$ cat config.mk
export PLATFORM = sky130hd
export DESIGN_NAME = recognizer_control
export DESIGN_NICKNAME = d
export VERILOG_FILES = /design/src/rtl/shape_pkg.sv /design/src/rtl/recognizer_control.sv
export SDC_FILE = /design/constraint.sdc
export NUM_CORES = 1
export LEC_CHECK = 0
export BUFFER_PORTS_ARGS = -buffer_cell sky130_fd_sc_hd__buf_2
export CAP_MARGIN = 20
export CORE_ASPECT_RATIO = 1.1
export CORE_UTILIZATION = 35
export DETAILED_ROUTE_END_ITERATION = 10
export GPL_TIMING_DRIVEN = 0
export HOLD_SLACK_MARGIN = 0.12
export PLACE_DENSITY = 0.62
export SLEW_MARGIN = 20
export SYNTH_ARGS = -nofsm -noshare
export SYNTH_HDL_FRONTEND = slang
export SYNTH_SLANG_ARGS = --single-unit
$ cat constraint.sdc
create_clock -name clk -period 2.6 [get_ports clk]
set_input_delay 0 -clock clk [delete_from_list [all_inputs] [get_ports clk]]
set_output_delay 0 -clock clk [all_outputs]
set_load 0.01 [all_outputs]
$ cat src/rtl/shape_pkg.sv
package shape_pkg;

    // ==================================================
    // Canvas geometry
    // ==================================================
    localparam int canvas_width  = 320;
    localparam int canvas_height = 240;
    localparam int canvas_pixels = canvas_width * canvas_height;

    // Coordinate, address and feature widths
    typedef logic [8:0]  x_t;
    typedef logic [7:0]  y_t;
    typedef logic [16:0] addr_t;
    typedef logic [16:0] count_t;
    typedef logic [9:0]  dim_t;

    // ==================================================
    // Shape codes
    // ==================================================
    typedef enum logic [2:0] {
        shape_none      = 3'd0,
        shape_rectangle = 3'd1,
        shape_square    = 3'd2,
        shape_triangle  = 3'd3,
        shape_circle    = 3'd4
    } shape_e;

    // ==================================================
    // Classification thresholds
    // ==================================================
    // Fill ratio is count * 256 / box area
    localparam int fill_scale_shift = 8;

    localparam int high_fill_min   = 192;
    localparam int circle_fill_min = 170;
    // Exclusive upper bound
    localparam int circle_fill_max = 220;

    // Square aspect when |w - h| < min(w, h) >> 3
    localparam int aspect_tol_shift = 3;

endpackage

$ cat src/rtl/recognizer_control.sv
`timescale 1ns/1ps

module recognizer_control (
    input  logic                clk,
    input  logic                reset_n,
    input  logic                clear_canvas,
    input  logic                start_recognition,
    input  logic                recognition_done,
    output logic                clear_active,
    output shape_pkg::addr_t    clear_addr,
    output logic                draw_allowed,
    output logic                scan_start,
    output logic                busy
);

    typedef enum logic [1:0] {
        st_idle,
        st_analyze,
        st_done
    } state_e;

    state_e state;

    // ==================================================
    // Main FSM and clear sweep
    // ==================================================
    always_ff @(posedge clk) begin
        if (!reset_n) begin
            state        <= st_idle;
            clear_active <= 1'b0;
            clear_addr   <= '0;
            scan_start   <= 1'b0;
        end else begin
            scan_start <= 1'b0;

            case (state)
                st_idle: begin
                    // Clear wins over a start in the same cycle
                    if (clear_canvas && !clear_active) begin
                        clear_active <= 1'b1;
                        clear_addr   <= '0;
                    end else if (start_recognition && !clear_active) begin
                        state      <= st_analyze;
                        scan_start <= 1'b1;
                    end
                end
                st_analyze: begin
                    if (recognition_done) begin
                        state <= st_done;
                    end
                end
                st_done: begin
                    // Hold until the request is released
                    if (!start_recognition) begin
                        state <= st_idle;
                    end
                end
                default: state <= st_idle;
            endcase

            if (clear_active) begin
                if (clear_addr == shape_pkg::addr_t'(shape_pkg::canvas_pixels - 1)) begin
                    clear_active <= 1'b0;
                    clear_addr   <= '0;
                end else begin
                    clear_addr <= clear_addr + 1'b1;
                end
            end
        end
    end

    assign draw_allowed = (state == st_idle) && !clear_active;

    always_ff @(posedge clk) begin
        if (!reset_n) begin
            busy <= 1'b0;
        end else begin
            busy <= clear_active || (state != st_idle);
        end
    end

endmodule

Yosys cells after proc, flatten, opt, wreduce, memory -nomap -nowiden
Cells that the tools add are included.

storage, ports and cells
  bits in registers = 22
  logic and storage cells = 41
  output and inout port bits = 21

operators by class
  multiplexer cells = 14
  $add $sub $neg = 1
  reduce and logical (&&, ||, !) cells = 12
  bitwise gates (word level) = 2
  equality and inequality tests = 7

operator list
  cell                   number
  $mux 17                4
  $add 17x1->17 const B  1
  $eq 17x17->1 const B   1
  $mux 2                 4
  $ne 2x2->1 const B     4
  $pmux 2 s3             1
  $reduce_bool 2->1      3
  $mux 1                 5
  $reduce_and 4->1       1
  $logic_and 1x1->1      3
  $reduce_or 3->1        1
  $eq 2x1->1 const B     1
  $eq 2x2->1 const B     1
  $logic_not 2->1        1
  $not 1->1              2
  $reduce_and 2->1       1
  $logic_not 1->1        1
  $logic_or 1x1->1       1

Logic depth before layout (Yosys ltp)
  depth after elaboration = 6
  depth in mapped cells = 6

Worst setup path before layout
Ideal clock, no wire load.

  path type = register to register
  from = register clear_addr[0]
  to = register clear_addr[10]
  buffers on the path = 0
  slack = 0.846 ns
  cell stages (with the launch flop) = 7
  arrival time = 1.636 ns
  clock period less this slack = 1.754 ns
  required time = 2.482 ns
  path through = dfxtp_1 ha_1 nand4_2 or3_1 a21o_1 a22oi_1 nor2b_1

between the ends
  cells in the longest elaborated chain, start to end = 3
  elaborated cells on any way between the ends = 4

RTL lines
  element                                        line                                                source
  start: declaration                             recognizer_control.sv:10                            output shape_pkg::addr_t clear_addr,
  start signal: assignment                       recognizer_control.sv:66                            clear_addr <= clear_addr + 1'b1;
  $add 17x1->17 or $eq 17x17->1 (tied branches)  recognizer_control.sv:66, recognizer_control.sv:62
  $mux 17 *                                      recognizer_control.sv:62                            if (clear_addr == shape_pkg::addr_t'(shape_pkg::canvas_pixels - 1)) begin
  $mux 17 *                                      recognizer_control.sv:61                            if (clear_active) begin

Mark *: on every way between the ends. The rest lies on a longest branch, timed or not.
A chain may end at the register's enable or synchronous reset.

Worst setup path in the final report
  from = register clear_addr[0]
  to = register clear_addr[7]

Same word-level chain as after synthesis.

==> metrics.md <==
| Metric | Value |
|---|---|
| CP max-delay cell | dfxtp_1 |
| Reg area | approximately 440 um^2 |
| Worst Path Max Fanout | 9 |
| Root buffer cell | clkbuf_4 |
| Max stage delay on crit path | 0.43 ns |
| Setup TNS | 0 ns |
| DP Wirelength | 2000 um |
| Port Buffers | 25 |
| Mapped Area | 1190 um^2 |
| GR peak layer | met2 |
| Yosys Warn Count | 0 |
| Period utilization | 73.2% |
| Maximum vdd ir drop | 0.162 mV |
| Ys flop type | dfxtp_1 |
| Dpl cells | 195 |
| Number of global-route vias before repair | 1030 |
| Clock-pin slew on the worst setup and hold paths | 0.12 ns |
| Die W | 57.7 um |
| P&R area growth vs syn | 19.3% |
| Crit Path Class | reg -> reg |
| Placed cell areas | between 1000 and 1500 um^2 |
| Max cap viols | 0 |
| Post-synthesis cell type count | 45 |
| Post-Route Skew | 0.00421 ns |
| Most frequent cells in the layout | 26 x buf_2, 22 x dfxtp_1, 15 x nand2_1, 9 x a21oi_1, 8 x nand3_1 |
| Layout net count | approximately 180 |
| CP arrival | 2.12 ns |
| Post-CTS Setup Bufs | 0 |
| CTS Buffer Depth | 2 |
| Cell Pwr Density | 405 nW/um^2 |
| Synth Instances | about 140 |
| N_diodes | 0 |
| Number of synthesized register bits | 22 |
| Max Slew Vio Count | 0 |
| Antenna-violating nets left | 0 |
| WP depth | 6 |
| Commonest non-fill, non-tap cell in the layout | buf_2 |
| Final hold violations | 0 |
| Num Clock Sinks | 22 |
| DRC Markers | 4 |
| Die height | 63.2 um |
| Worst setup EP type | flip-flop |
| Max Freq | roughly 0.53 GHz |
| H-tree depth | 1 |
| Fill cells | 330 |
| Post-synthesis sequential area ratio | 36.9% |
| Share of cells above drive strength 1 | between 20% and 30% |
| Failing checks | design-rule violations |
| FP Rows | 21 |
| Syn nets | 142 |
| Die area | 3640 um^2 |
| RD Place Congestion | between 0.8 and 0.9 |
| First-pass GRT wire length | between 4000 and 5000 um |
| Met3 usage | 2.67% |
| EDFF count, synth | 0 |
| Post-route cell area | 1420 um^2 |
| CP bufs+invs | 0 |
| Worst r2r src | clear_addr[0]$_SDFFE_PN0P_ |
| Routed WL | 2830 um |
| Fraction of registers with async set/reset | 0% |
| Startpoint types | flip-flop |
| Final Hold Slack | about 0.16 ns |
| Worst Path Required | 2.82 ns |
| M1 GR Usage | 23.2% |
| Rel. slew slack | 65.5% |
| Final min period | 1.90 ns |
| Hold Crit Class | in -> reg |
| Total GRT Usage | 16.6% |
| Synthesized area per cell | 8.77 um^2 |
| CTS tree | built |
| Drt first pass iters | 7 |
| Avg WL per Cell | 14.0 um |
| GRT overflow | 0 |
| RSZ-0062 raised after global routing | false |
| Number of DRC markers in iteration 0 | 42 |
| Initial Util | 37.8% |
| Vias | roughly 1100 |
| Finished Layout Cells | 202 |
| Multi-input gate area | ~720 um^2 |
| Global-route met2 utilization | 25.4% |
| Top delay family on crit path | simple AND/OR/NAND/NOR gates |
| Worst setup path end | clear_addr[7]$_SDFFE_PN0P_ |
| Status | complete, but fails checks |
| Worst reg2reg path endpoint | clear_addr[7]$_SDFFE_PN0P_ |
| Cells along the critical path | ha_1 -> nand4_2 -> nor3_4 -> a21oi_2 -> and3_1 -> o21a_1 |
| Cts bufs inserted | 3 |
| # setup viols final | 0 |
| Later-pin clock latency in the skew report | 0.31 ns |
| IO Count | 26 |
| Core Area | 3150 um^2 |
| Vias per cell | 5.62 |
| CP Launch Point | clear_addr[0]$_SDFFE_PN0P_ |
| Leak Pwr | between 0.5 and 0.6 nW |
| Initial antenna violation count | 0 |
| Slew @ Worst Pin | 0.518 ns |
| Largest net degree at the start of global routing | 12 |
| R2R Setup Slk | about 0.7 ns |
| R2R depth | 6 |
[worst min-delay path by stage]
stage                             from                           to  cells past startpoint
after floorplan                reset_n      clear_active$_SDFF_PN0_                      2
after global placement         reset_n      clear_active$_SDFF_PN0_                      3
after detailed placement       reset_n      clear_active$_SDFF_PN0_                      3
after CTS                 clear_canvas  clear_addr[13]$_SDFFE_PN0P_                      4
after global routing      clear_canvas   clear_addr[5]$_SDFFE_PN0P_                      4
final                     clear_canvas  clear_addr[13]$_SDFFE_PN0P_                      4
[synthesized netlist by cell type (2+ instances only)]
cell type | instances | area, um^2
a21o_1 | 3 | 22.5
a21oi_1 | 9 | 45.0
a22oi_1 | 2 | 15.0
and2_1 | 3 | 18.8
and3_1 | 7 | 43.8
and4b_1 | 2 | 20.0
clkbuf_1 | 4 | 15.0
dfxtp_1 | 22 | 440
nand2_1 | 15 | 56.3
nand3_1 | 8 | 40.0
nand3b_1 | 3 | 22.5
nand4_1 | 3 | 18.8
nand4b_1 | 3 | 26.3
nor2_1 | 5 | 18.8
nor2b_1 | 4 | 25.0
nor3_1 | 3 | 15.0
nor3b_1 | 2 | 15.0
o21a_1 | 2 | 15.0
o21ai_0 | 5 | 25.0
o311ai_1 | 2 | 17.5
o31ai_1 | 2 | 15.0
or3_1 | 2 | 12.5
xor2_1 | 3 | 26.3
[timing repair]
item | CTS | global route
hold buffers | 4 | 0
gates resized for setup | 0 | 0
hold endpoints to repair | 4 | 0
[area by class of cell]
type	count	area share, %
flip-flops and latches	22	31.0
inverters	1	0.264
plain buffers	6	2.20
repair buffers	29	11.6
well taps	34	2.99
clock buffers	3	1.58
multi-input cells	107	50.4
[tightest hold or removal path, stage by stage]
cell     delay [ns]
buf_2          0.10
nand2_1        0.05
nand2_1        0.21
a21oi_1        0.07
[metrics by stage]
stage / setup slack, ns / power (mW) / util, %
final: 0.697 / 0.576 / 45.1
after global routing: 0.560 / 0.606 / 45.1
after CTS: 0.689 / 0.581 / 45.1
after detailed placement: 0.710 / 0.421 / 43.1
after global placement: 0.721 / 0.421 / 43.1
after floorplan: 0.846 / 0.396 / -
[registers in the layout, indices dropped and copies added, names as in the netlist]
name / cells
scan_start: 1
busy: 1
clear_addr: 17
clear_active: 1
state: 2
[power by group]
group	leakage [nW]	switching, mW	internal [mW]	total [mW]
Sequential	0.178	0.00529	0.343	0.349
Combinational	0.407	0.0444	0.0249	0.0694
Clock	0.0138	0.104	0.0542	0.158
Total	0.599	0.153	0.423	0.576
[layer usage]
layer  up-vias  routed length [um]
li1        570                   -
met1       533                1390
met2        29                1270
met3         4                 128
met4         0                  36
met5         -                   0
[cells by family (layout without fill, tap and decap cells)]
logic type / Yosys count / in the layout / synth area share, %
AOI/OAI and AO/OA: 31 / 31 / 17.2
DFF: 22 / 22 / 36.9
xor gates and xnor gates: 3 / 3 / 2.20
adders and majority gates: 1 / 1 / 1.05
and+or+nand+nor: 72 / 72 / 39.7
buffers and inverters: 7 / 39 / 2.94
(Power assumes the default switching activity.)
