### src/rtl/shape_pkg.sv
package shape_pkg;

    // ==================================================
    // Canvas geometry
    // ==================================================
    localparam int canvas_width  = 320;
    localparam int canvas_height = 240;
    localparam int canvas_pixels = canvas_width * canvas_height;

    // Coordinate, address and feature widths
    typedef logic [8:0]  x_t;
    typedef logic [7:0]  y_t;
    typedef logic [16:0] addr_t;
    typedef logic [16:0] count_t;
    typedef logic [9:0]  dim_t;

    // ==================================================
    // Shape codes
    // ==================================================
    typedef enum logic [2:0] {
        shape_none      = 3'd0,
        shape_rectangle = 3'd1,
        shape_square    = 3'd2,
        shape_triangle  = 3'd3,
        shape_circle    = 3'd4
    } shape_e;

    // ==================================================
    // Classification thresholds
    // ==================================================
    // Fill ratio is count * 256 / box area
    localparam int fill_scale_shift = 8;

    localparam int high_fill_min   = 192;
    localparam int circle_fill_min = 170;
    // Exclusive upper bound
    localparam int circle_fill_max = 220;

    // Square aspect when |w - h| < min(w, h) >> 3
    localparam int aspect_tol_shift = 3;

endpackage

### src/rtl/shape_classifier.sv
`timescale 1ns/1ps

module shape_classifier (
    input  logic                clk,
    input  logic                reset_n,
    input  logic                features_valid,
    input  shape_pkg::count_t   pixel_count,
    input  shape_pkg::dim_t     bbox_width,
    input  shape_pkg::dim_t     bbox_height,
    output logic                recognition_done,
    output shape_pkg::shape_e   detected_shape
);

    typedef enum logic [1:0] {
        st_idle,
        st_area,
        st_ratios,
        st_classify
    } state_e;

    state_e            state;

    // Latched features
    shape_pkg::count_t count_q;
    shape_pkg::dim_t   width_q;
    shape_pkg::dim_t   height_q;

    // Box area, up to 1023 * 1023
    logic [19:0]       area_q;

    // Ratio stage, combinational
    logic [24:0]       fill_num;
    logic [24:0]       fill_ratio;
    shape_pkg::dim_t   aspect_diff;
    shape_pkg::dim_t   min_dim;

    // Flags registered for the decision stage
    logic              high_fill;
    logic              circle_fill;
    logic              square_aspect;

    // ==================================================
    // Fill ratio and aspect
    // ==================================================
    assign fill_num = {count_q, 8'd0} >> (8 - shape_pkg::fill_scale_shift);

    always_comb begin
        if (area_q == '0) begin
            fill_ratio = '0;
        end else begin
            fill_ratio = fill_num / 25'(area_q);
        end

        if (width_q > height_q) begin
            aspect_diff = width_q - height_q;
            min_dim     = height_q;
        end else begin
            aspect_diff = height_q - width_q;
            min_dim     = width_q;
        end
    end

    // ==================================================
    // Pipeline sequencing
    // ==================================================
    always_ff @(posedge clk) begin
        if (!reset_n) begin
            state            <= st_idle;
            recognition_done <= 1'b0;
            detected_shape   <= shape_pkg::shape_none;
        end else begin
            recognition_done <= 1'b0;

            case (state)
                st_idle: begin
                    if (features_valid) begin
                        state <= st_area;
                    end
                end
                st_area: begin
                    // Empty canvas, nothing to measure
                    if (count_q == '0) begin
                        detected_shape   <= shape_pkg::shape_none;
                        recognition_done <= 1'b1;
                        state            <= st_idle;
                    end else begin
                        state <= st_ratios;
                    end
                end
                st_ratios: state <= st_classify;
                st_classify: begin
                    if (high_fill && square_aspect) begin
                        detected_shape <= shape_pkg::shape_square;
                    end else if (high_fill) begin
                        detected_shape <= shape_pkg::shape_rectangle;
                    end else if (square_aspect && circle_fill) begin
                        detected_shape <= shape_pkg::shape_circle;
                    end else begin
                        detected_shape <= shape_pkg::shape_triangle;
                    end
                    recognition_done <= 1'b1;
                    state            <= st_idle;
                end
                default: state <= st_idle;
            endcase
        end
    end

    // Datapath registers, one stage each
    always_ff @(posedge clk) begin
        if (state == st_idle && features_valid) begin
            count_q  <= pixel_count;
            width_q  <= bbox_width;
            height_q <= bbox_height;
        end
        if (state == st_area) begin
            area_q <= width_q * height_q;
        end
        if (state == st_ratios) begin
            high_fill     <= fill_ratio >= 25'(shape_pkg::high_fill_min);
            circle_fill   <= (fill_ratio >= 25'(shape_pkg::circle_fill_min))
                          && (fill_ratio < 25'(shape_pkg::circle_fill_max));
            square_aspect <= aspect_diff < (min_dim >> shape_pkg::aspect_tol_shift);
        end
    end

endmodule

### config.mk
export PLATFORM = sky130hd
export DESIGN_NAME = shape_classifier
export DESIGN_NICKNAME = d
export VERILOG_FILES = /design/src/rtl/shape_pkg.sv /design/src/rtl/shape_classifier.sv
export SDC_FILE = /design/constraint.sdc
export NUM_CORES = 1
export LEC_CHECK = 0
export BUFFER_PORTS_ARGS = -buffer_cell sky130_fd_sc_hd__buf_2
export CORE_UTILIZATION = 60
export CTS_CLUSTER_SIZE = 10
export DETAILED_ROUTE_END_ITERATION = 10
export PLACE_DENSITY = 0.76
export SETUP_SLACK_MARGIN = 0.3
export SLEW_MARGIN = 10
export SYNTH_ARGS = -nofsm -noshare
export SYNTH_HDL_FRONTEND = slang
export SYNTH_SLANG_ARGS = --single-unit
export TNS_END_PERCENT = 50
### constraint.sdc
create_clock -name clk -period 64.6 [get_ports clk]
set_input_delay 9.69 -clock clk [delete_from_list [all_inputs] [get_ports clk]]
set_output_delay 9.69 -clock clk [all_outputs]
set_load 0.05 [all_outputs]
======== Word-level counts from Yosys, hierarchy flattened ========
Index checks and enable logic that the tools add are counted.
storage, ports and cells
  flip-flop bits (word level) ............. 66
  bits of input ports ..................... 40
  output and inout port bits .............. 4
  word-level logic and storage cells ...... 46
operators by class
  add/subtract/negate cells ............... 2
  $mul .................................... 1
  div/mod/pow operators ................... 1
  $lt $le $gt $ge ......................... 5
  eq/ne operators ......................... 5
  mux-type cells .......................... 13
  reductions and logical operators ........ 9
operator list
  operator                                                                count
  25-bit by 8-bit >= comparator with 1-bit output, second input constant  2
  25-bit by 20-bit divider with 25-bit output                             1
  25-bit by 8-bit < comparator with 1-bit output, second input constant   1
  25-bit 2-to-1 mux                                                       1
  20-bit zero test                                                        1
  10-bit by 10-bit multiplier with 20-bit output                          1
  10-bit 2-to-1 mux                                                       2
  10-bit subtractor                                                       2
  17-bit zero test                                                        1
  3-bit 2-to-1 mux                                                        4
  10-bit > comparator                                                     1
  10-bit by 7-bit < comparator with 1-bit output                          1
  2-bit one-hot mux with 4 select lines                                   1
  3-bit one-hot mux with 2 select lines                                   1
  2-bit == test, second input constant                                    2
  1-bit logical AND                                                       4
  2-bit 2-to-1 mux                                                        2
  2-bit inequality test, second input constant                            2
  2-bit by 1-bit == test with 1-bit output, second input constant         1
  2-bit zero test                                                         1
  1-bit one-hot mux with 2 select lines                                   1
  2-bit AND reduction                                                     1
  2-bit nonzero test                                                      1
  1-bit 2-to-1 mux                                                        1

======== Logic depth before layout (Yosys ltp) ========
  depth in word-level cells ............... 5
  depth in mapped cells ................... 238
  gate-level depth less buffers ........... 216

======== Worst setup path after synthesis ========
OpenSTA, ideal clock, no wires.
  kind .................................... register -> register
  start point ............................. register area_q[0]
  end point ............................... register circle_fill (data pin)
  library setup time ...................... 255 ps
  data arrival time ....................... 46668 ps
  required time ........................... 64345 ps
  path slack .............................. 17677 ps
  cell stages (with the launch flop) ...... 217
  buffers on the path ..................... 23
  clock period less this slack ............ 46923 ps
  path through ............................ edfxtp_1 clkbuf_1 clkinv_1 ha_1 a31oi_1 ha_1 or4_1 nand2_1 a21oi_1 ha_1 a21oi_1 a211oi_1 a31o_2 a32o_1 ha_1 a21o_1 o21ai_0 a21oi_1 [... 181 more ...] buf_2 mux2_2 ha_1 o21ai_0 a21boi_0 o21ai_0 a21boi_0 o21ai_0 nand2b_1 a211oi_1 nor2_1 nor4_1 o31ai_1 o41ai_1 o211a_1 o211ai_1 nand3b_1 and3_1
on the way
  cells in the longest elaborated chain, start to end .. 4
  elaborated cells on any way between the ends .. 6
  classes of those cells .................. div (1); order compare (2); mux (1); reduce/logical (2)
ends and longest elaborated chain
  element                                                                                                                   line                                              text
  start, declared                                                                                                           shape_classifier.sv:29                            logic [19:0] area_q;
  start signal, assigned                                                                                                    shape_classifier.sv:117                           area_q <= width_q * height_q;
  25-bit by 20-bit divider with 25-bit output / 20-bit zero test (equally long branches)                                    shape_classifier.sv:51, shape_classifier.sv:48
  25-bit 2-to-1 mux (*)                                                                                                     shape_classifier.sv:48                            if (area_q == '0) begin
  25-bit by 8-bit >= comparator with 1-bit output / 25-bit by 8-bit < comparator with 1-bit output (equally long branches)  shape_classifier.sv:121, shape_classifier.sv:122
  1-bit logical AND (*)                                                                                                     shape_classifier.sv:122                           && (fill_ratio < 25'(shape_pkg::circle_fill_max));
  end signal, assigned                                                                                                      shape_classifier.sv:121                           circle_fill <= (fill_ratio >= 25'(shape_pkg::circle_fill_min))
  end, declared                                                                                                             shape_classifier.sv:39                            logic circle_fill;
Mark *: on every way between the ends. The rest lies on a longest branch, timed or not.
A chain may end at the register's enable or synchronous reset.

======== Final worst setup path ========
  start point ............................. register area_q[19]
  end point ............................... register circle_fill (data pin)
The elaborated chain is that of the path after synthesis.

==> flow_metrics.py <==
metrics = {
    "timing": {
        "worst_slew_pin_slew_ns": 1.18,
        "drv_slew": 0,
        "fin_tns_setup_ns": 0,
        "hold_viol": 0,
        "setup_viol": 0,
        "fmax_ghz": 0.0178,
        "whs_ns": 0.513,
        "fin_skew_ns": 0.0156,
        "fin_crit_ns": 56.05,
        "rsz0062_at_grt": "false",
        "min_period_over_period_pct": 86.8,
        "slew_headroom_pct": 21.1,
    },
    "logic_synthesis": {
        "synthFlopType": "edfxtp_1",
        "async_flop_share_pct": 0,
        "synthSimpleGateAreaFrac_pct": 18.9,
        "synth_adder_area_share_pct": 27.0,
        "synth_area_per_cell_um2": 7.75,
        "synth-edff-count": 60,
        "synth-compound-area-share_pct": 26.9,
        "ys_ff_latch": 66,
        "synth_top_family_by_area": "adder cells",
        "synth_nets": 3342,
        "synth_largest_area_cell": "ha_1",
        "syn_area_um2": 22200,
        "synth-xor-area-share_pct": 8.13,
        "muxShareOfSynthArea_pct": 5.56,
        "synth_cell_types": 113,
        "yosys_warnings": 0,
        "netlist.area_leader.share_pct": 21.2,
        "seq_area_frac_synth_pct": 8.66,
        "syn_inst": 2862,
        "synth.area.top_cells": "ha_1, edfxtp_1, fa_1",
    },
    "clocking": {
        "clock_path_buffers": 2,
        "path_clk_slew_ns": 0.07,
        "h-tree-depth": 3,
        "cts_buffers": 9,
        "cts_root_buffer": "clkbuf_16",
        "cts_repair_resize_count": 0,
        "clk_latency_ns": 0.37,
        "cts_tree": "yes",
        "cts_setup_buffers": 0,
        "cts_hold_buffers": 0,
        "cts.sinks": 66,
    },
    "setup_path": {
        "cp_num_buf_inv": 8,
        "cp-start-kind": "register",
        "cp.required_ns": 64.72,
        "critical_path.top_delay_family": "compound AO/OA/AOI/OAI gates",
        "worstPathArrival_ns": 56.17,
        "crit_type": "register to register",
        "cp_common_cell": "ha_1",
        "max_stage_delay_ns": 0.93,
        "end_kind": "register",
        "crit_fanout": 29,
        "slowest_stage": "o21bai_2",
    },
    "outcome": {
        "outcome": "complete, no violations",
    },
    "final_layout": {
        "drive_gt1_share_pct": 8.16,
        "fin_nets": 3343,
        "final_cell_mix": "ha_1, nor2_1, nand2_1",
        "fin_cells": 3336,
        "areaGrowthSynthToFinish_pct": 4.39,
        "n_antenna_cell": 0,
        "final_common_cell": "ha_1",
    },
    "grt": {
        "grt_overflow_total": 0,
        "grt_max_degree": 38,
        "grt_usage_pct": 36.4,
        "antenna_found_initial": 0,
        "grt_pass1_wl_um": 110000,
        "grt_pass1_vias": 21051,
    },
    "placement": {
        "dp.cells": 3320,
        "routabilityCongestion": 1.01,
        "dp_hpwl_um": 55400,
        "io_buffers": 43,
    },
    "detailed_routing": {
        "ant_nets": 0,
        "drt_pass1_iterations": 5,
        "viasPerCell": 6.62,
        "via_count": 22090,
        "drt_iter0_drc": 1806,
        "wirelength_um": 69800,
        "wl_per_cell_um": 20.9,
        "drc": 0,
    },
    "floorplanning": {
        "die_x_um": 194,
        "initial_core_util_pct": 60.7,
        "coreArea_um2": 36500,
        "num_io_pins": 44,
        "dieArea_um2": 37700,
        "fp.dieH_um": 194,
        "num_rows": 70,
    },
    "flow_run": {
        "cap_violations": 0,
    },
    "hold_path": {
        "worstHoldPathType": "register to register",
    },
}
==> final cells by class <==
cell class	count	area, um2
Inverter	200	751
Multi-Input combinational cell	2518	19200
Clock inverter	7	68.8
Fill cell	3313	13400
Timing Repair Buffer	68	403
Tap cell	468	586
Clock buffer	9	225
Sequential cell	66	1920
==> stage by stage <==
step / setup slack, ns / instance area [um2] / utilization (%)
floorplan: 17.68 / 22200 / -
global placement: 11.14 / 22900 / 62.6
detailed placement: 10.05 / 22900 / 62.6
CTS: 9.91 / 23200 / 63.4
global route: 4.58 / 23200 / 63.4
finish: 8.55 / 23200 / 63.4
==> layer usage <==
layer | up-vias | GRT usage (%) | routed length, um | part of all wire (%)
met2 | 924 | 60.5 | 31600 | 45
met4 | 0 | 15.5 | 2950 | 4.2
met3 | 194 | 4.38 | 5300 | 7.6
met5 | - | 0 | 0 | 0
li1 | 10508 | - | - | -
met1 | 10464 | 47.6 | 30000 | 43
==> Yosys cell counts (21+ instances only) <==
cell        n
o31ai_1    23
o21a_1     74
inv_1     197
xor2_1     72
o21bai_1   34
nand3_1    57
nor2_1    261
xnor2_1   134
nand2b_1   33
a31oi_1    44
nor2b_1    27
clkbuf_1   58
a21o_1    100
nand4_1    25
fa_1       65
a21oi_1   229
nor3_1     61
and2_1     21
ha_1      375
o21ai_0   145
edfxtp_1   60
nand2_1   258
a211oi_1   28
mux2_2     77
and3_1     23
or3_1      22
o211ai_1   34
mux2i_1    31
==> worst paths after layout <==
check	slack (ns)	startpoint	end	cells past startpoint
worst min register to register	0.51	detected_shape[2]	detected_shape[2]	2
worst min-delay path	0.51	detected_shape[2]	detected_shape[2]	2
worst max register to register	8.55	area_q[19]	circle_fill	197
worst max-delay path	8.55	area_q[19]	circle_fill	197
==> flip-flops by register name (all words and copies together), names as in the netlist, named ones only <==
name and flops:
area_q 20, circle_fill 1, count_q 17, detected_shape 3, height_q 10, high_fill 1, recognition_done 1, square_aspect 1
state 1, width_q 10
==> tightest hold or removal path, stage by stage, from the launching register on <==
cell and delay [ns]:
dfxtp_1 0.33, a21oi_1 0.07, nor2_1 0.08
==> logic make-up (layout without fill, tap and decap cells) <==
group | after synthesis | after routing
simple gates | 877 | 877
fa+ha+maj | 440 | 440
mux | 112 | 112
flops | 66 | 66
buf+inv | 278 | 284
xor+xnor | 206 | 206
compound gates | 883 | 883
Power is not shown: default switching activity piles up to over one toggle a cycle in this logic, so the estimate is an artifact.
