### config.mk
export PLATFORM = sky130hd
export DESIGN_NAME = feature_scanner
export DESIGN_NICKNAME = d
export VERILOG_FILES = /design/src/rtl/shape_pkg.sv /design/src/rtl/feature_scanner.sv
export SDC_FILE = /design/constraint.sdc
export NUM_CORES = 1
export LEC_CHECK = 0
export ABC_AREA = 1
export BUFFER_PORTS_ARGS = -buffer_cell sky130_fd_sc_hd__buf_2
export CORE_ASPECT_RATIO = 0.8
export CORE_MARGIN = 2
export CORE_UTILIZATION = 34
export CTS_CLUSTER_DIAMETER = 30
export CTS_CLUSTER_SIZE = 25
export DETAILED_ROUTE_END_ITERATION = 10
export PLACE_DENSITY_LB_ADDON = 0.2
export SLEW_MARGIN = 30
export SYNTH_ARGS = -nofsm -noshare
export SYNTH_HDL_FRONTEND = slang
export SYNTH_SLANG_ARGS = --single-unit
### constraint.sdc
create_clock -name clk -period 2.98 [get_ports clk]
set_input_delay 0 -clock clk [delete_from_list [all_inputs] [get_ports clk]]
set_output_delay 0 -clock clk [all_outputs]
set_load 0.01 [all_outputs]
### src/rtl/shape_pkg.sv
package shape_pkg;

    // ==================================================
    // Canvas geometry
    // ==================================================
    localparam int canvas_width  = 320;
    localparam int canvas_height = 240;
    localparam int canvas_pixels = canvas_width * canvas_height;

    // Coordinate, address and feature widths
    typedef logic [8:0]  x_t;
    typedef logic [7:0]  y_t;
    typedef logic [16:0] addr_t;
    typedef logic [16:0] count_t;
    typedef logic [9:0]  dim_t;

    // ==================================================
    // Shape codes
    // ==================================================
    typedef enum logic [2:0] {
        shape_none      = 3'd0,
        shape_rectangle = 3'd1,
        shape_square    = 3'd2,
        shape_triangle  = 3'd3,
        shape_circle    = 3'd4
    } shape_e;

    // ==================================================
    // Classification thresholds
    // ==================================================
    // Fill ratio is count * 256 / box area
    localparam int fill_scale_shift = 8;

    localparam int high_fill_min   = 192;
    localparam int circle_fill_min = 170;
    // Exclusive upper bound
    localparam int circle_fill_max = 220;

    // Square aspect when |w - h| < min(w, h) >> 3
    localparam int aspect_tol_shift = 3;

endpackage

### src/rtl/feature_scanner.sv
`timescale 1ns/1ps

module feature_scanner (
    input  logic                clk,
    input  logic                reset_n,
    input  logic                scan_start,
    input  logic                rd_data,
    output logic                scan_read,
    output shape_pkg::addr_t    scan_addr,
    output shape_pkg::count_t   pixel_count,
    output shape_pkg::dim_t     bbox_width,
    output shape_pkg::dim_t     bbox_height,
    output logic                features_valid
);

    typedef enum logic [2:0] {
        st_idle,
        st_addr,
        st_wait,
        st_proc,
        st_box
    } state_e;

    localparam shape_pkg::x_t last_x = shape_pkg::x_t'(shape_pkg::canvas_width - 1);
    localparam shape_pkg::y_t last_y = shape_pkg::y_t'(shape_pkg::canvas_height - 1);

    state_e        state;
    shape_pkg::x_t scan_x;
    shape_pkg::y_t scan_y;
    shape_pkg::x_t min_x;
    shape_pkg::x_t max_x;
    shape_pkg::y_t min_y;
    shape_pkg::y_t max_y;

    // Current pixel address, raster order
    assign scan_addr = shape_pkg::addr_t'(scan_y) * shape_pkg::addr_t'(shape_pkg::canvas_width)
                     + shape_pkg::addr_t'(scan_x);

    // One read request per pixel
    assign scan_read = (state == st_addr);

    // ==================================================
    // Scan FSM
    // ==================================================
    always_ff @(posedge clk) begin
        if (!reset_n) begin
            state          <= st_idle;
            features_valid <= 1'b0;
        end else begin
            features_valid <= 1'b0;

            case (state)
                st_idle: begin
                    if (scan_start) begin
                        state <= st_addr;
                    end
                end
                // Arbiter registers the address
                st_addr: state <= st_wait;
                // RAM registers the data
                st_wait: state <= st_proc;
                st_proc: begin
                    if (scan_x == last_x && scan_y == last_y) begin
                        state <= st_box;
                    end else begin
                        state <= st_addr;
                    end
                end
                st_box: begin
                    features_valid <= 1'b1;
                    state          <= st_idle;
                end
                default: state <= st_idle;
            endcase
        end
    end

    // Counters, box extents and results
    always_ff @(posedge clk) begin
        if (state == st_idle && scan_start) begin
            scan_x      <= '0;
            scan_y      <= '0;
            pixel_count <= '0;
            min_x       <= last_x;
            max_x       <= '0;
            min_y       <= last_y;
            max_y       <= '0;
        end else if (state == st_proc) begin
            if (rd_data) begin
                pixel_count <= pixel_count + 1'b1;
                if (scan_x < min_x) min_x <= scan_x;
                if (scan_x > max_x) max_x <= scan_x;
                if (scan_y < min_y) min_y <= scan_y;
                if (scan_y > max_y) max_y <= scan_y;
            end

            // Step to the next pixel
            if (scan_x == last_x) begin
                scan_x <= '0;
                scan_y <= scan_y + 1'b1;
            end else begin
                scan_x <= scan_x + 1'b1;
            end
        end else if (state == st_box) begin
            if (pixel_count != '0) begin
                bbox_width  <= shape_pkg::dim_t'(max_x) - shape_pkg::dim_t'(min_x) + 1'b1;
                bbox_height <= shape_pkg::dim_t'(max_y) - shape_pkg::dim_t'(min_y) + 1'b1;
            end else begin
                bbox_width  <= '0;
                bbox_height <= '0;
            end
        end
    end

endmodule

**After elaboration in Yosys (flattened, before gate mapping)**

Cells that the tools add are included.

- Register bits: 92
- Input port bits: 4
- Output and inout port bits: 56
- Word-level logic and storage cells: 49

- Add/sub/neg operators: 8
- Multipliers: 1
- Order comparisons: 4
- Equal/unequal tests: 7
- Multiplexer cells: 5
- Bitwise gates (word level): 2
- Reductions and logical operators: 11

Operators by type and width:

| cell | count |
|---|---|
| $add A17 B1 Y17 const B | 1 |
| $add A17 B9 Y17 | 1 |
| $reduce_bool A17 Y1 | 1 |
| $reduce_and A3 Y1 | 5 |
| $pmux W3 S4 | 1 |
| $mul A8 B3 Y11 const B | 1 |
| $add A10 B1 Y10 const B | 1 |
| $add A9 B2 Y10 const B | 1 |
| $sub A9 B9 Y10 | 1 |
| $add A9 B1 Y9 const B | 1 |
| $eq A9 B9 Y1 const B | 1 |
| $gt A9 B9 Y1 | 1 |
| $lt A9 B9 Y1 | 1 |
| $mux W9 | 1 |
| $sub A8 B8 Y9 | 1 |
| $add A8 B1 Y8 const B | 1 |
| $eq A8 B8 Y1 const B | 1 |
| $gt A8 B8 Y1 | 1 |
| $lt A8 B8 Y1 | 1 |
| $eq A3 B2 Y1 const B | 2 |
| $mux W3 | 2 |
| $reduce_and A2 Y1 | 2 |
| $eq A3 B1 Y1 const B | 1 |
| $eq A3 B3 Y1 const B | 1 |
| 5 further kinds | 7 |

**Depth between registers and ports, before layout**

- Depth in word-level cells: 4
- Mapped depth: 14
- Mapped depth without buffers: 14

**Least setup slack after synthesis**

OpenSTA, ideal clock, no wires.

- Path type: register to output
- From: register scan_y[3]
- To: output scan_addr[16]
- Arrival: 2185 ps
- Required time: 2980 ps
- Slack: 795 ps
- Stages on the path, launching flop included: 11
- Buffers on the path: 0
- Cells stage by stage: dfxtp_1 > ha_1 > ha_1 > fa_1 > xor2_1 > nand3_1 > nor2_1 > nand2_1 > nor2_1 > nand2_1 > o21ai_0

- Cells in the longest elaborated chain, start to end: 2

Ends and longest elaborated chain:

| element | line | RTL |
|---|---|---|
| start: declaration | feature_scanner.sv:29 | `shape_pkg::y_t scan_y;` |
| start signal: assignment | feature_scanner.sv:100 | `scan_y <= scan_y + 1'b1;` |
| $mul A8 B3 Y11 | feature_scanner.sv:36 | `assign scan_addr = shape_pkg::addr_t'(scan_y) * shape_pkg::addr_t'(shape_pkg::canvas_width)` |
| $add A17 B9 Y17 | feature_scanner.sv:37 | `+ shape_pkg::addr_t'(scan_x);` |
| end: declaration | feature_scanner.sv:9 | `output shape_pkg::addr_t scan_addr,` |

Every way passes these cells.

**Worst setup path after layout**

Ends and elaborated chain as after synthesis.

==> insert_results.sql <==
INSERT INTO impl_metrics (metric_group, metric, value, unit) VALUES
('synth', 'postSynthRegisterBits', '92', ''),
('routing', 'post_drt_wl_per_cell', '12.91', 'um'),
('synth', 'synthesis.area_per_instance', '7.267', 'sq um'),
('setup_path', 'timing.critical_path.slowest_cell_delay', '450', 'ps'),
('setup_path', 'cp_num_buf_inv', '1', ''),
('setup_path', 'required_time_at_the_endpoint_of_the_critical_path', '2980', 'ps'),
('sta', 'timing.final.ws_setup', '320.5', 'ps'),
('worst_hold_path', 'hold_depth', '5', ''),
('routing', 'route.final.wire_length', '15.09', 'mm'),
('routing', 'drt.antenna.violating_nets', '0', ''),
('sta', 'clock-skew-final', '10.70', 'ps'),
('sta', 'max_slew_margin_vs_limit', '64.14', '%'),
('floorplanning', 'initial_utilization', '34.76', '%'),
('global_route', 'use_met2', '22.29', '%'),
('clocking', 'register_clock_pin_slew_on_the_reported_worst_setup_and_hold_paths', '70', 'ps'),
('clocking', 'clockRootBuffer', 'clkbuf_16', ''),
('synth', 'synth_async_sr_flop_share', '0', '%'),
('sta', 'final_critical_path_share_of_the_clock_period', '89.24', '%'),
('synth', 'synth-edff-count', '20', ''),
('setup_path', 'worst_r2r_path_depth', '11', ''),
('final_layout', 'n_fill_cell', '1930', ''),
('global_route', 'antenna_found_initial', '0', ''),
('routing', 'first_iter_violations', '374', ''),
('job', 'cap_viol_max_count', '0', ''),
('final_layout', 'layout.cells.non_filler', '1169', ''),
('placed_design', 'placed_area', '0.006882', 'sq mm'),
('final_layout', 'fraction_of_final_layout_cells_sized_beyond_drive_strength_1', '11.08', '%'),
('power', 'p_leak', '3.510', 'nW'),
('clocking', 'cts_tree', 'built', ''),
('floorplanning', 'die_height', '125.9', 'um'),
('global_route', 'gr_overflow_total', '0', ''),
('run_status', 'status', 'finished clean', ''),
('synth', 'synth_cell_types', '37', ''),
('synth', 'portion_of_the_post_synthesis_area_used_by_sequential_elements', '32.34', '%'),
('synth', 'mappedNetlistNets', '954', ''),
('sta', 'report.final.slew_viol_count', '0', ''),
('synth', 'yosysWarnings', '0', ''),
('placed_design', 'detailedPlace.worstSlack', '502.4', 'ps'),
('setup_path', 'critical_path_class', 'flip-flop to output port', ''),
('routing', 'drt_drc_violations_left', '0', ''),
('final_layout', 'area_growth', '14.29', '%'),
('synth', 'yosys-top-cells-area', 'dfxtp_1 23%, ha_1 15%, nand2_1 12%', ''),
('synth', 'synth_top_cell_area_share', '22.83', '%'),
('placed_design', 'gpl.final_weighted_congestion', '0.8116', ''),
('setup_path', 'worst_path_max_delay_cell', 'dfxtp_2', ''),
('worst_hold_path', 'hold_path_startpoint', 'scan_start', ''),
('synth', 'synthFlopType', 'dfxtp_1', ''),
('setup_path', 'cp_data_arrival_time', '2660', 'ps'),
('sta', 'timing.final.crit_period', '2659', 'ps'),
('final_layout', 'total_area_of_multi_input_combinational_cells', '0.003712', 'sq mm'),
('setup_path', 'critPathLaunchType', 'flip-flop', ''),
('floorplanning', 'io-pin-count', '60', ''),
('global_route', 'grt_usage', '16.16', '%'),
('setup_path', 'worstSetupEndpointType', 'output port', ''),
('worst_hold_path', 'whs_endpoint', 'state[0]', ''),
('sta', 'setup-violations-final', '0', ''),
('power', 'ir_worst_vdd', '0.2631', 'mV'),
('routing', 'total_number_of_vias', '5567', ''),
('global_route', 'grt_util_met1', '25.77', '%'),
('setup_path', 'crit_path_max_fanout', '10', ''),
('floorplanning', 'die_outline_width', '156.4', 'um'),
('sta', 'tightestPinTransition', '536.6', 'ps'),
('global_route', 'grt_pass1_wl', '25.74', 'mm'),
('floorplanning', 'die_outline_area', '0.01969', 'sq mm'),
('placed_design', 'hpwlAfterDp', '11.69', 'mm'),
('clocking', 'numClockSinks', '92', ''),
('final_layout', 'layout_net_count', '1019', ''),
('setup_path', 'critical_path.cell_chain', 'ha_1 > ha_1 > fa_1 > xor2_2 > nand3_1 > nor2_1 > nand2_1 > nor2_1 > nand2_1 > o21ai_0 > buf_2', ''),
('setup_path', 'critical_path.top_delay_family', 'adder cells', ''),
('clocking', 'post-cts-setup-buffer-count', '0', ''),
('global_route', 'grt_most_used_layer', 'met1', '');
registers in the layout (all words and copies together) (netlist names):
name	flops
features_valid	1
max_x	9
scan_x	9
max_y	8
bbox_width	10
min_y	8
min_x	9
bbox_height	10
state	3
scan_y	8
pixel_count	17
per-layer routing:
| layer | wire length, um | vias to the layer above |
|---|---|---|
| li1 | - | 3005 |
| met4 | 133 | 0 |
| met5 | 0 | - |
| met1 | 8529 | 2439 |
| met3 | 657 | 8 |
| met2 | 5772 | 115 |
synthesized netlist by cell type, drive strengths merged (2+ instances only):
cell    instances
a211oi          2
a21oi          86
a31oi           3
buf            11
clkbuf          6
clkinv          2
dfxtp          72
edfxtp         20
fa              4
ha             77
inv           123
nand2         198
nand3          64
nand3b          3
nand4          12
nor2           94
nor3           18
nor4            4
o211ai          8
o21a            3
o21ai          32
o21bai          2
xnor2           5
xor2           16
power breakdown:
| part | total [W] | switching, W | internal [W] |
|---|---|---|---|
| combinational | 0.000733 | 0.000492 | 0.000242 |
| clock | 0.00125 | 0.000517 | 0.000732 |
| sequential | 0.00142 | 0.0000656 | 0.00136 |
| total | 0.00340 | 0.00107 | 0.00233 |
metrics by stage:
stage	hold slack, ps	util [%]	power, W
final	15.86	39.72	0.003404
after global routing	53.27	39.72	0.003620
after CTS	6.908	39.67	0.003439
after detailed placement	301.9	37.88	0.002181
after global placement	308.8	37.88	0.002186
after floorplan	161.5	-	0.001982
kinds of logic (layout without fill, tap and decap cells):
logic type	after synthesis	after routing	share of synthesized area [%]
xor+xnor	21	21	2.913
flops	92	92	32.34
compound gates	138	138	12.22
simple gates	395	395	26.97
buf+inv	142	212	9.035
fa+ha+maj	81	81	16.52
placed cells by master (no fill, tap or decap), drive strengths merged, types with 2 or more instances in the layout:
master,n
a211oi,2
a21oi,86
a31oi,3
buf,70
bufinv,2
clkbuf,9
clkinv,4
clkinvlp,2
dfxtp,72
edfxtp,20
fa,4
ha,77
inv,124
nand2,198
nand3,64
nand3b,3
nand4,12
nor2,94
nor3,18
nor4,4
o211ai,8
o21a,3
o21ai,32
o21bai,2
xnor2,5
xor2,16
timing repair:
item,4_1_cts,5_1_grt
hold buffers,1,0
setup endpoints to repair,0,3
endpoints found under the hold margin,2,0
resized for setup,0,3
worst min-delay path, cell delays in order:
cell and delay, ps:
buf_2 110, nand2_1 60, a21oi_1 50, o21ai_0 70, inv_1 40
final cells by class:
| class | count | share of cell area (%) |
|---|---|---|
| Inverter | 125 | 6.501 |
| Sequential cell | 92 | 28.33 |
| Multi-Input combinational cell | 635 | 51.44 |
| Tap cell | 230 | 3.988 |
| Clock inverter | 7 | 1.248 |
| Timing Repair Buffer | 71 | 5.374 |
| Clock buffer | 9 | 3.121 |
worst max path at each step:
stage               startpoint             to  slack, ps  cells after the start
global placement     scan_y[3]  scan_addr[15]        560                     11
detailed placement   scan_y[3]  scan_addr[16]        500                     11
floorplan            scan_y[3]  scan_addr[16]        790                     10
finish               scan_y[3]  scan_addr[16]        320                     11
CTS                  scan_y[3]  scan_addr[16]        120                     11
global route         scan_y[3]  scan_addr[16]         40                     11
(Power assumes the default switching activity.)
