**src/rtl/shape_pkg.sv**
```systemverilog
package shape_pkg;

    // ==================================================
    // Canvas geometry
    // ==================================================
    localparam int canvas_width  = 320;
    localparam int canvas_height = 240;
    localparam int canvas_pixels = canvas_width * canvas_height;

    // Coordinate, address and feature widths
    typedef logic [8:0]  x_t;
    typedef logic [7:0]  y_t;
    typedef logic [16:0] addr_t;
    typedef logic [16:0] count_t;
    typedef logic [9:0]  dim_t;

    // ==================================================
    // Shape codes
    // ==================================================
    typedef enum logic [2:0] {
        shape_none      = 3'd0,
        shape_rectangle = 3'd1,
        shape_square    = 3'd2,
        shape_triangle  = 3'd3,
        shape_circle    = 3'd4
    } shape_e;

    // ==================================================
    // Classification thresholds
    // ==================================================
    // Fill ratio is count * 256 / box area
    localparam int fill_scale_shift = 8;

    localparam int high_fill_min   = 192;
    localparam int circle_fill_min = 170;
    // Exclusive upper bound
    localparam int circle_fill_max = 220;

    // Square aspect when |w - h| < min(w, h) >> 3
    localparam int aspect_tol_shift = 3;

endpackage

```
**src/rtl/canvas_port_arbiter.sv**
```systemverilog
`timescale 1ns/1ps

module canvas_port_arbiter (
    input  logic                clk,
    input  logic                reset_n,
    input  logic                clear_active,
    input  shape_pkg::addr_t    clear_addr,
    input  logic                draw_allowed,
    input  logic                draw_en,
    input  shape_pkg::x_t       draw_x,
    input  shape_pkg::y_t       draw_y,
    input  logic                draw_pixel_on,
    input  logic                scan_read,
    input  shape_pkg::addr_t    scan_addr,
    output shape_pkg::addr_t    ram_addr,
    output logic                ram_wr_en,
    output logic                ram_wr_data
);

    shape_pkg::addr_t draw_addr;
    logic             draw_go;

    // Row-major: y * width + x
    assign draw_addr = shape_pkg::addr_t'(draw_y) * shape_pkg::addr_t'(shape_pkg::canvas_width)
                     + shape_pkg::addr_t'(draw_x);

    assign draw_go = draw_en && draw_allowed;

    // ==================================================
    // Port control, priority clear > draw > scan
    // ==================================================
    always_ff @(posedge clk) begin
        if (!reset_n) begin
            ram_wr_en <= 1'b0;
        end else begin
            ram_wr_en <= clear_active || draw_go;
        end
    end

    // Address and write data
    always_ff @(posedge clk) begin
        if (clear_active) begin
            ram_addr    <= clear_addr;
            ram_wr_data <= 1'b0;
        end else if (draw_go) begin
            ram_addr    <= draw_addr;
            ram_wr_data <= draw_pixel_on;
        end else if (scan_read) begin
            ram_addr <= scan_addr;
        end
        // Idle cycles keep the last address on the port
    end

endmodule

```
**config.mk**
```make
export PLATFORM = sky130hd
export DESIGN_NAME = canvas_port_arbiter
export DESIGN_NICKNAME = d
export VERILOG_FILES = /design/src/rtl/shape_pkg.sv /design/src/rtl/canvas_port_arbiter.sv
export SDC_FILE = /design/constraint.sdc
export NUM_CORES = 1
export LEC_CHECK = 0
export ABC_AREA = 0
export BUFFER_PORTS_ARGS = -buffer_cell sky130_fd_sc_hd__buf_2
export CAP_MARGIN = 15
export CORE_MARGIN = 4
export CORE_UTILIZATION = 41
export DETAILED_ROUTE_END_ITERATION = 10
export GPL_TIMING_DRIVEN = 0
export PLACE_DENSITY_LB_ADDON = 0.15
export SLEW_MARGIN = 5
export SYNTH_ARGS = -nofsm -noshare
export SYNTH_HDL_FRONTEND = slang
export SYNTH_SLANG_ARGS = --single-unit
```
**constraint.sdc**
```tcl
create_clock -name clk -period 3.2 [get_ports clk]
set_clock_uncertainty 0.2 [all_clocks]
set_input_delay 0.48 -clock clk [delete_from_list [all_inputs] [get_ports clk]]
set_output_delay 0.48 -clock clk [all_outputs]
set_load 0.005 [all_outputs]
```
== Word-level counts from Yosys, hierarchy flattened ==
Index checks and enable logic that the tools add are counted.
Storage, ports and cells
  register bits: 19
  word-level logic and storage cells: 11
  output and inout bits: 19
  input port bits: 58
Cells by class
  multiplexer cells: 3
  multipliers: 1
  $add $sub $neg: 1
  reduce and logical (&&, ||, !) cells: 3
Operator list (number)
  17-bit two-way mux: 3
  17-bit by 9-bit adder with 17-bit output: 1
  8-bit by 3-bit multiplier with 11-bit output, second input constant: 1
  3-bit nonzero test: 1
  1-bit logical AND: 1
  1-bit logical OR: 1

== Depth between registers and ports, before layout ==
Gate-level depths: netlist of the first run.
  depth in word-level cells: 4
  depth in mapped cells: 9

== Least setup slack after synthesis of the first run ==
OpenSTA, ideal clock, no wires.
  kind: in2reg
  from: in draw_y[1]
  to: reg ram_addr[15], data pin
  path slack: -199 ps
  path buffers: 0
  arrival: 2938 ps
  cell stages on the path: 9
  cell sequence: ha_1 > ha_1 > fa_1 > xor2_1 > nand2_1 > or4b_1 > or3_1 > xor2_1 > a221o_1
On the way
  cells in the longest elaborated chain, start to end: 4
Ends and longest elaborated chain
  start: declaration: RTL line canvas_port_arbiter.sv:11  | input shape_pkg::y_t draw_y,
  8-bit by 3-bit multiplier with 11-bit output: RTL line canvas_port_arbiter.sv:24  | assign draw_addr = shape_pkg::addr_t'(draw_y) * shape_pkg::addr_t'(shape_pkg::canvas_width)
  17-bit by 9-bit adder with 17-bit output: RTL line canvas_port_arbiter.sv:25  | + shape_pkg::addr_t'(draw_x);
  17-bit two-way mux: RTL line canvas_port_arbiter.sv:45  | end else if (draw_go) begin
  17-bit two-way mux: RTL line canvas_port_arbiter.sv:42  | if (clear_active) begin
  end signal: assignment: RTL line canvas_port_arbiter.sv:43  | ram_addr <= clear_addr;
  end signal: assignment: RTL line canvas_port_arbiter.sv:46  | ram_addr <= draw_addr;
  end signal: assignment: RTL line canvas_port_arbiter.sv:49  | ram_addr <= scan_addr;
  end: declaration: RTL line canvas_port_arbiter.sv:15  | output shape_pkg::addr_t ram_addr,
Every way passes these cells.
A chain may end at the register's enable or synchronous reset.

== Worst setup path in the final report of the first run ==
Ends and elaborated chain as after synthesis.

==> results of run 1 <==
## worst max-delay path: cells and delay by family
kind                     cells  cell delay (ns)
AO/OA/AOI/OAI                1             0.29
adder cells (fa/ha/maj)      3             0.80
AND/OR/NAND/NOR              3             0.92
buffers and inverters        1             0.13
XOR/XNOR                     2             0.34
## repair_timing
action | CTS | global route
resized for setup | 0 | 2
hold endpoints to repair | 0 | 0
endpoints found under the setup margin | 0 | 2
## flip-flops by register name, indices dropped and copies added, names as in the netlist
register	cells
ram_addr	17
ram_wr_data	1
ram_wr_en	1
## routing by layer
| layer | wire [um] | share of wire | vias to the layer above |
|---|---|---|---|
| met5 | 0 | 0 | - |
| met4 | 25 | 0.0070 | 0 |
| met3 | 284 | 0.080 | 2 |
| met2 | 1820 | 0.51 | 40 |
| met1 | 1430 | 0.40 | 618 |
| li1 | - | - | 718 |
## kinds of logic after synthesis
kind of cell | after synthesis | synth area share
XOR/XNOR | 9 | 0.0542
adder cells (fa/ha/maj) | 17 | 0.156
buffers and inverters | 10 | 0.0258
multiplexers | 8 | 0.0550
AO/OA/AOI/OAI | 38 | 0.159
flip-flops | 19 | 0.378
AND/OR/NAND/NOR | 51 | 0.171
## stage by stage
stage / std cells / total power [W] / hold slack (ns)
2_1_floorplan: 152 / 0.000474 / 0.253
3_3_place_gp: 274 / 0.000567 / 0.250
3_5_place_dp: 274 / 0.000571 / 0.253
4_1_cts: 278 / 0.000687 / 0.208
5_1_grt: 278 / 0.000738 / 0.206
6_report: 278 / 0.000683 / 0.217
## area by class of cell
type / count / area, sq um
Clock buffer: 3 / 22.5
Sequential cell: 19 / 551
Fill cell: 329 / 1410
Buffer: 6 / 22.5
Multi-Input combinational cell: 123 / 930
Timing Repair Buffer: 76 / 380
Inverter: 4 / 15.0
Clock inverter: 1 / 5.00
Tap cell: 46 / 57.6
## how the worst min path moves through the flow
stage | to | from | depth (start not counted)
2_1_floorplan | ram_wr_data$_SDFFE_PP0P_ | ram_wr_data$_SDFFE_PP0P_ | 2
3_3_place_gp | ram_wr_data$_SDFFE_PP0P_ | ram_wr_data$_SDFFE_PP0P_ | 2
3_5_place_dp | ram_wr_data$_SDFFE_PP0P_ | ram_wr_data$_SDFFE_PP0P_ | 2
4_1_cts | ram_wr_data$_SDFFE_PP0P_ | draw_pixel_on | 3
5_1_grt | ram_wr_data$_SDFFE_PP0P_ | draw_pixel_on | 3
6_report | ram_wr_data$_SDFFE_PP0P_ | draw_pixel_on | 3
## cell usage in the layout, fill, tap and decap left out, types with 3 or more instances in the layout
| cell | netlist | final |
|---|---|---|
| mux2i_1 | 8 | 8 |
| ha_1 | 15 | 11 |
| a21oi_1 | 9 | 9 |
| or3_1 | 4 | 4 |
| and3_1 | 3 | 3 |
| clkbuf_1 | 5 | 5 |
| edfxtp_1 | 17 | 17 |
| nand2_1 | 22 | 22 |
| buf_2 | 0 | 76 |
| nor3_1 | 3 | 3 |
| xnor2_1 | 5 | 5 |
| inv_1 | 4 | 4 |
| clkbuf_4 | 0 | 3 |
| nor2b_1 | 3 | 3 |
| o21ai_0 | 17 | 17 |
| nor2_1 | 9 | 9 |
| xor2_1 | 4 | 3 |
| a221o_1 | 3 | 3 |
| ha_4 | 0 | 3 |
## power by group through the flow
stage | combinational [W] | sequential, W | clock (W)
finish | 0.000255 | 0.000312 | 0.000116
global route | 0.000291 | 0.000315 | 0.000131
CTS | 0.000255 | 0.000312 | 0.000120
detailed placement | 0.000253 | 0.000318 | 0
global placement | 0.000251 | 0.000316 | 0
floorplan | 0.000151 | 0.000323 | 0
==> impl_metrics.py, run 1 <==
metrics = {
    "logic_synthesis": {
        "synth_seq_area_share": 0.378,
        "synth_top_area_share": 0.351,
        "yosysMostFrequentCell": "nand2_1",
        "avgSynthCellArea_sq_um": 9.57,
        "synth_nets": 227,
        "postSynth.asyncResetShare": 0,
        "synth-seq-cells": 19,
        "synth_cell_types": 34,
        "yosysTopAreaCell": "edfxtp_1",
        "yosysWarningCount": 0,
        "synth_edf_count": 17,
        "syn_area_sq_mm": 0.00146,
        "dominantRegCellSynth": "edfxtp_1",
        "synthTopCellsByCount": "nand2_1 (22), edfxtp_1 (17), o21ai_0 (17), ha_1 (15)",
        "syn_inst": 152,
        "ys_top_cells_by_area": "edfxtp_1 (35%), ha_1 (13%), o21ai_0 (5.8%), nand2_1 (5.7%), mux2i_1 (5.5%)",
    },
    "cells_and_area": {
        "finalInstanceArea_sq_mm": 0.00198,
        "final_nets": 308,
        "final_util": 0.585,
        "syn2layout_area_growth_pct": 36.3,
        "drive_gt1_frac": 0.388,
        "diodes": 0,
    },
    "run": {
        "cap_viol_max_count": 0,
    },
    "clock_network": {
        "clk_pin_slew_ns": 0.10,
        "hold_buffers": 0,
        "cts-buffers-inserted": 3,
        "htreeDepth": 1,
        "clk_latency_ns": 0.29,
        "cts-root-buf": "clkbuf_4",
        "postCtsSetupRepairBufs": 0,
        "cts_buffer_depth": 2,
        "clock-sinks": 19,
        "cts_tree": "built",
    },
    "placed_design": {
        "place_area_sq_mm": 0.00194,
        "gp_congestion": 0.801,
        "dp_hpwl_um": 2980,
        "dpl_worst_slack_ns": -0.239,
        "numPortBuffers": 76,
    },
    "timing": {
        "max_slew.worst_pin.slew_ns": 0.710,
        "finalHoldViolCount": 0,
        "rsz0062_at_grt": "no",
        "max_slew_margin": 0.526,
        "setup-violations-final": 0,
        "min_period_over_period": 0.972,
        "tns_ns": 0,
        "finalCriticalPeriod_ns": 3.11,
        "max_freq_ghz": 0.322,
        "maxSlewViolCount": 0,
        "fin_ws_ns": 0.0902,
    },
    "grt": {
        "antenna_found_initial": 0,
        "grt_pass1_wl_um": 5440,
        "overflow": 0,
        "grt_util_met2": 0.293,
        "grt_usage": 0.155,
        "grt_use_met1": 0.182,
        "grt_pass1_vias": 1280,
        "top_usage_layer": "met2",
        "grt_use_met3": 0.0150,
        "grt_max_degree": 18,
    },
    "critical_path": {
        "cp-endpoint": "ram_addr[15]$_DFFE_PP_",
        "timing.reg2reg.setup_slack_ns": 2.41,
        "endpoint_kind": "flip-flop",
        "crit_path_max_incr_delay_ns": 0.49,
        "crit_path_top_delay_cell": "or4b_1",
        "startpoint_type": "primary input",
        "required_ns": 3.05,
        "startpoint": "draw_y[1]",
        "rr_endpoint": "ram_wr_data$_SDFFE_PP0P_",
        "crit_arrival_ns": 2.96,
        "path_class": "primary input to flip-flop",
        "rr_worst_depth": 2,
        "worstPathCellList": "buf_2, ha_4, ha_2, fa_2, xor2_2, nand2_1, or4b_1, or3_1, xor2_1, a221o_1",
        "crit_fanout": 3,
        "reg2reg_from": "ram_wr_data$_SDFFE_PP0P_",
    },
    "power_and_ir_drop": {
        "p_comb_frac": 0.374,
        "p_leak_nw": 0.903,
        "swShare": 0.300,
        "seqPwrFrac": 0.456,
        "clockPowerShare": 0.170,
        "internal_power_w": 0.000478,
        "cellPowerDensity_mw_per_mm2": 344,
        "p_switching_w": 0.000204,
        "peakVddDrop_v": 0.000131,
    },
    "worst_hold_path": {
        "worstHoldPathType": "primary input to flip-flop",
    },
    "route": {
        "drtIter0Drc": 87,
        "avgRoutedWirePerCell_um": 12.8,
        "drc": 0,
        "dr_total_vias": 1378,
        "totalWireLength_um": 3560,
        "dr.pass1.iters": 4,
        "ant_nets": 0,
        "viasPerCell": 4.96,
    },
    "floorplanning": {
        "num_rows": 21,
        "die_y_um": 67.6,
        "coreArea_sq_mm": 0.00339,
        "die-area_sq_mm": 0.00457,
        "ios": 77,
        "die_x_um": 67.6,
        "start_util": 0.429,
    },
    "status": {
        "status": "finished clean",
    },
}
Power figures use the tool's default switching activity.
==> run 2: changes to the inputs <==
--- a/config.mk
+++ b/config.mk
@@ -5,7 +5,7 @@
 export SDC_FILE = /design/constraint.sdc
 export NUM_CORES = 1
 export LEC_CHECK = 0
-export ABC_AREA = 0
+export ABC_AREA = 1
 export BUFFER_PORTS_ARGS = -buffer_cell sky130_fd_sc_hd__buf_2
 export CAP_MARGIN = 15
 export CORE_MARGIN = 4
==> impl_metrics.py, run 2 <==
metrics = {
    "clock_network": {
        "cts-buffers-inserted": 3,
        "cts-resized-gates": 0,
        "clk_pin_slew_ns": 0.06,
        "hold_buffers": 0,
        "htreeDepth": 1,
        "cts_buffer_depth": 2,
        "clk_latency_ns": 0.25,
        "clock-sinks": 19,
        "cts_tree": "built",
        "cts-root-buf": "clkbuf_8",
        "postCtsSetupRepairBufs": 0,
    },
    "critical_path": {
        "path_class": "primary input to flip-flop",
        "timing.reg2reg.setup_slack_ns": 2.40,
        "cp_common_cell": "nand2_1",
        "endpoint_kind": "flip-flop",
        "required_ns": 3.01,
        "crit_arrival_ns": 2.58,
        "startpoint_type": "primary input",
        "crit_fanout": 4,
        "worstPathCellList": "buf_2, ha_1, ha_1, fa_1, nand2_1, nor2_1, nand2_1, nand2_1, nand2_1, nor2_2, nand3_1, nand2_1, nand3_1, nand2_1, nand2_1",
        "crit_path_top_delay_cell": "fa_1",
        "crit_path_max_incr_delay_ns": 0.57,
    },
    "cells_and_area": {
        "largest-register": "ram_addr",
        "top_regs": "ram_addr: 17 flops, ram_wr_data: 1 flops, ram_wr_en: 1 flops",
        "layout_commonest_cell": "buf_2",
        "drive_gt1_frac": 0.331,
        "diodes": 0,
        "instances_no_fill": 327,
        "final_nets": 357,
        "layout_common_cells": "buf_2 (77), nand2_1 (75), nand3_1 (19)",
        "largest_reg_flops": 17,
        "syn2layout_area_growth_pct": 31.7,
    },
    "timing": {
        "fin_ws_ns": 0.429,
        "tns_ns": 0,
        "rsz0062_at_grt": "no",
        "max_slew_margin": 0.551,
        "max_freq_ghz": 0.361,
        "min_period_over_period": 0.866,
        "setup-violations-final": 0,
        "finalCriticalPeriod_ns": 2.77,
        "hold-worst-slack_ns": 0.247,
        "maxSlewViolCount": 0,
        "max_slew.worst_pin.slew_ns": 0.671,
        "finalHoldViolCount": 0,
    },
    "floorplanning": {
        "die-area_sq_mm": 0.00476,
        "die_y_um": 69.0,
        "die_x_um": 69.0,
        "num_rows": 21,
        "ios": 77,
        "start_util": 0.440,
        "coreArea_sq_mm": 0.00347,
    },
    "status": {
        "status": "finished clean",
    },
    "route": {
        "avgRoutedWirePerCell_um": 11.0,
        "dr.pass1.iters": 4,
        "ant_nets": 0,
        "drtIter0Drc": 71,
        "drc": 0,
        "totalWireLength_um": 3580,
        "wl_met2_um": 1740,
        "top_layer": "met4",
        "wl_met1_um": 1500,
        "wl_met3_um": 297,
        "viasPerCell": 4.64,
        "dr_total_vias": 1518,
    },
    "grt": {
        "antenna_found_initial": 0,
        "grt_usage": 0.158,
        "grt_pass1_vias": 1338,
        "grt_max_degree": 18,
        "overflow": 0,
        "grt_pass1_wl_um": 5600,
    },
    "power_and_ir_drop": {
        "cellPowerDensity_mw_per_mm2": 355,
        "p_leak_nw": 1.09,
        "peakVddDrop_v": 0.000147,
    },
    "logic_synthesis": {
        "yosysMostFrequentCell": "nand2_1",
        "synthTopCellsByCount": "nand2_1 (75), nand3_1 (19), edfxtp_1 (17), inv_1 (17), nor2_1 (17)",
        "synth-seq-cells": 19,
        "syn_area_sq_mm": 0.00153,
        "synth_edf_count": 17,
        "yosysWarningCount": 0,
        "dominantRegCellSynth": "edfxtp_1",
        "synth_seq_area_share": 0.361,
        "avgSynthCellArea_sq_um": 7.59,
        "syn_inst": 201,
        "synth_top_area_share": 0.335,
        "synth_nets": 276,
        "postSynth.asyncResetShare": 0,
        "yosysTopAreaCell": "edfxtp_1",
        "ys_top_cells_by_area": "edfxtp_1 (33%), nand2_1 (18%), ha_1 (12%), nand3_1 (6.2%), inv_1 (4.2%)",
        "synth_cell_types": 27,
    },
    "run": {
        "cap_viol_max_count": 0,
    },
    "placed_design": {
        "dpl_worst_slack_ns": 0.164,
        "numPortBuffers": 76,
        "dp.cells": 323,
        "dp_hpwl_um": 3020,
        "gp_congestion": 0.770,
    },
    "worst_hold_path": {
        "worstHoldPathType": "primary input to flip-flop",
    },
}
## run 2: changes by cell type after synthesis, sizes merged, moves of 4 or more
cell   change
and3       -4
o21ai     -13
or3        -4
inv       +14
nand3     +20
mux2i      -8
nand2     +58
xnor2      -5
nor2      +12
## run 2: worst max-delay path, delay by kind of cell
kind | cells | cell delay [ns]
simple gates | 11 | 0.89
buf+inv | 1 | 0.12
fa+ha+maj | 3 | 1.10
## run 2: cell families (layout without fill, tap and decap cells)
| family | count (synthesis) | in the layout | share of synthesized area |
|---|---|---|---|
| adders and majority gates | 17 | 17 | 0.149 |
| xor gates and xnor gates | 1 | 1 | 0.0107 |
| and+or+nand+nor | 126 | 126 | 0.357 |
| buffers and inverters | 21 | 101 | 0.0525 |
| DFF | 19 | 19 | 0.361 |
| AOI/OAI and AO/OA | 17 | 17 | 0.0697 |
## run 2: report_power, final
group          internal, W  leakage (nW)  switching, W
registers         0.000306         0.194    0.00000689
logic             0.000106         0.869      0.000135
clock network    0.0000882        0.0228     0.0000696
## run 2: worst paths after layout
path | depth (start not counted) | end | from
min | 3 | ram_wr_en$_SDFF_PN0_ | reset_n
min reg2reg | 1 | ram_wr_data$_SDFFE_PP0P_ | ram_wr_data$_SDFFE_PP0P_
max reg2reg | 1 | ram_wr_data$_SDFFE_PP0P_ | ram_wr_data$_SDFFE_PP0P_
max | 15 | ram_addr[15]$_DFFE_PP_ | draw_y[1]
## run 2: routing by layer
metal,vias up,GRT usage
li1,820,-
met3,6,0.0227
met2,45,0.292
met4,0,0.0681
met1,647,0.180
met5,-,0
## run 2: area by class of cell
class	count	area, sq um
Fill cell	344	1460
Timing Repair Buffer	76	380
Sequential cell	19	551
Inverter	18	67.6
Tap cell	46	57.6
Buffer	3	12.5
Multi-Input combinational cell	161	895
Clock buffer	4	45.0
## run 2: stage by stage
stage	cell area, sq um	power [W]	util
after floorplan	1530	0.000467	-
after global placement	1960	0.000558	0.566
after detailed placement	1960	0.000563	0.566
after CTS	2010	0.000720	0.579
after global routing	2010	0.000774	0.579
final	2010	0.000712	0.579
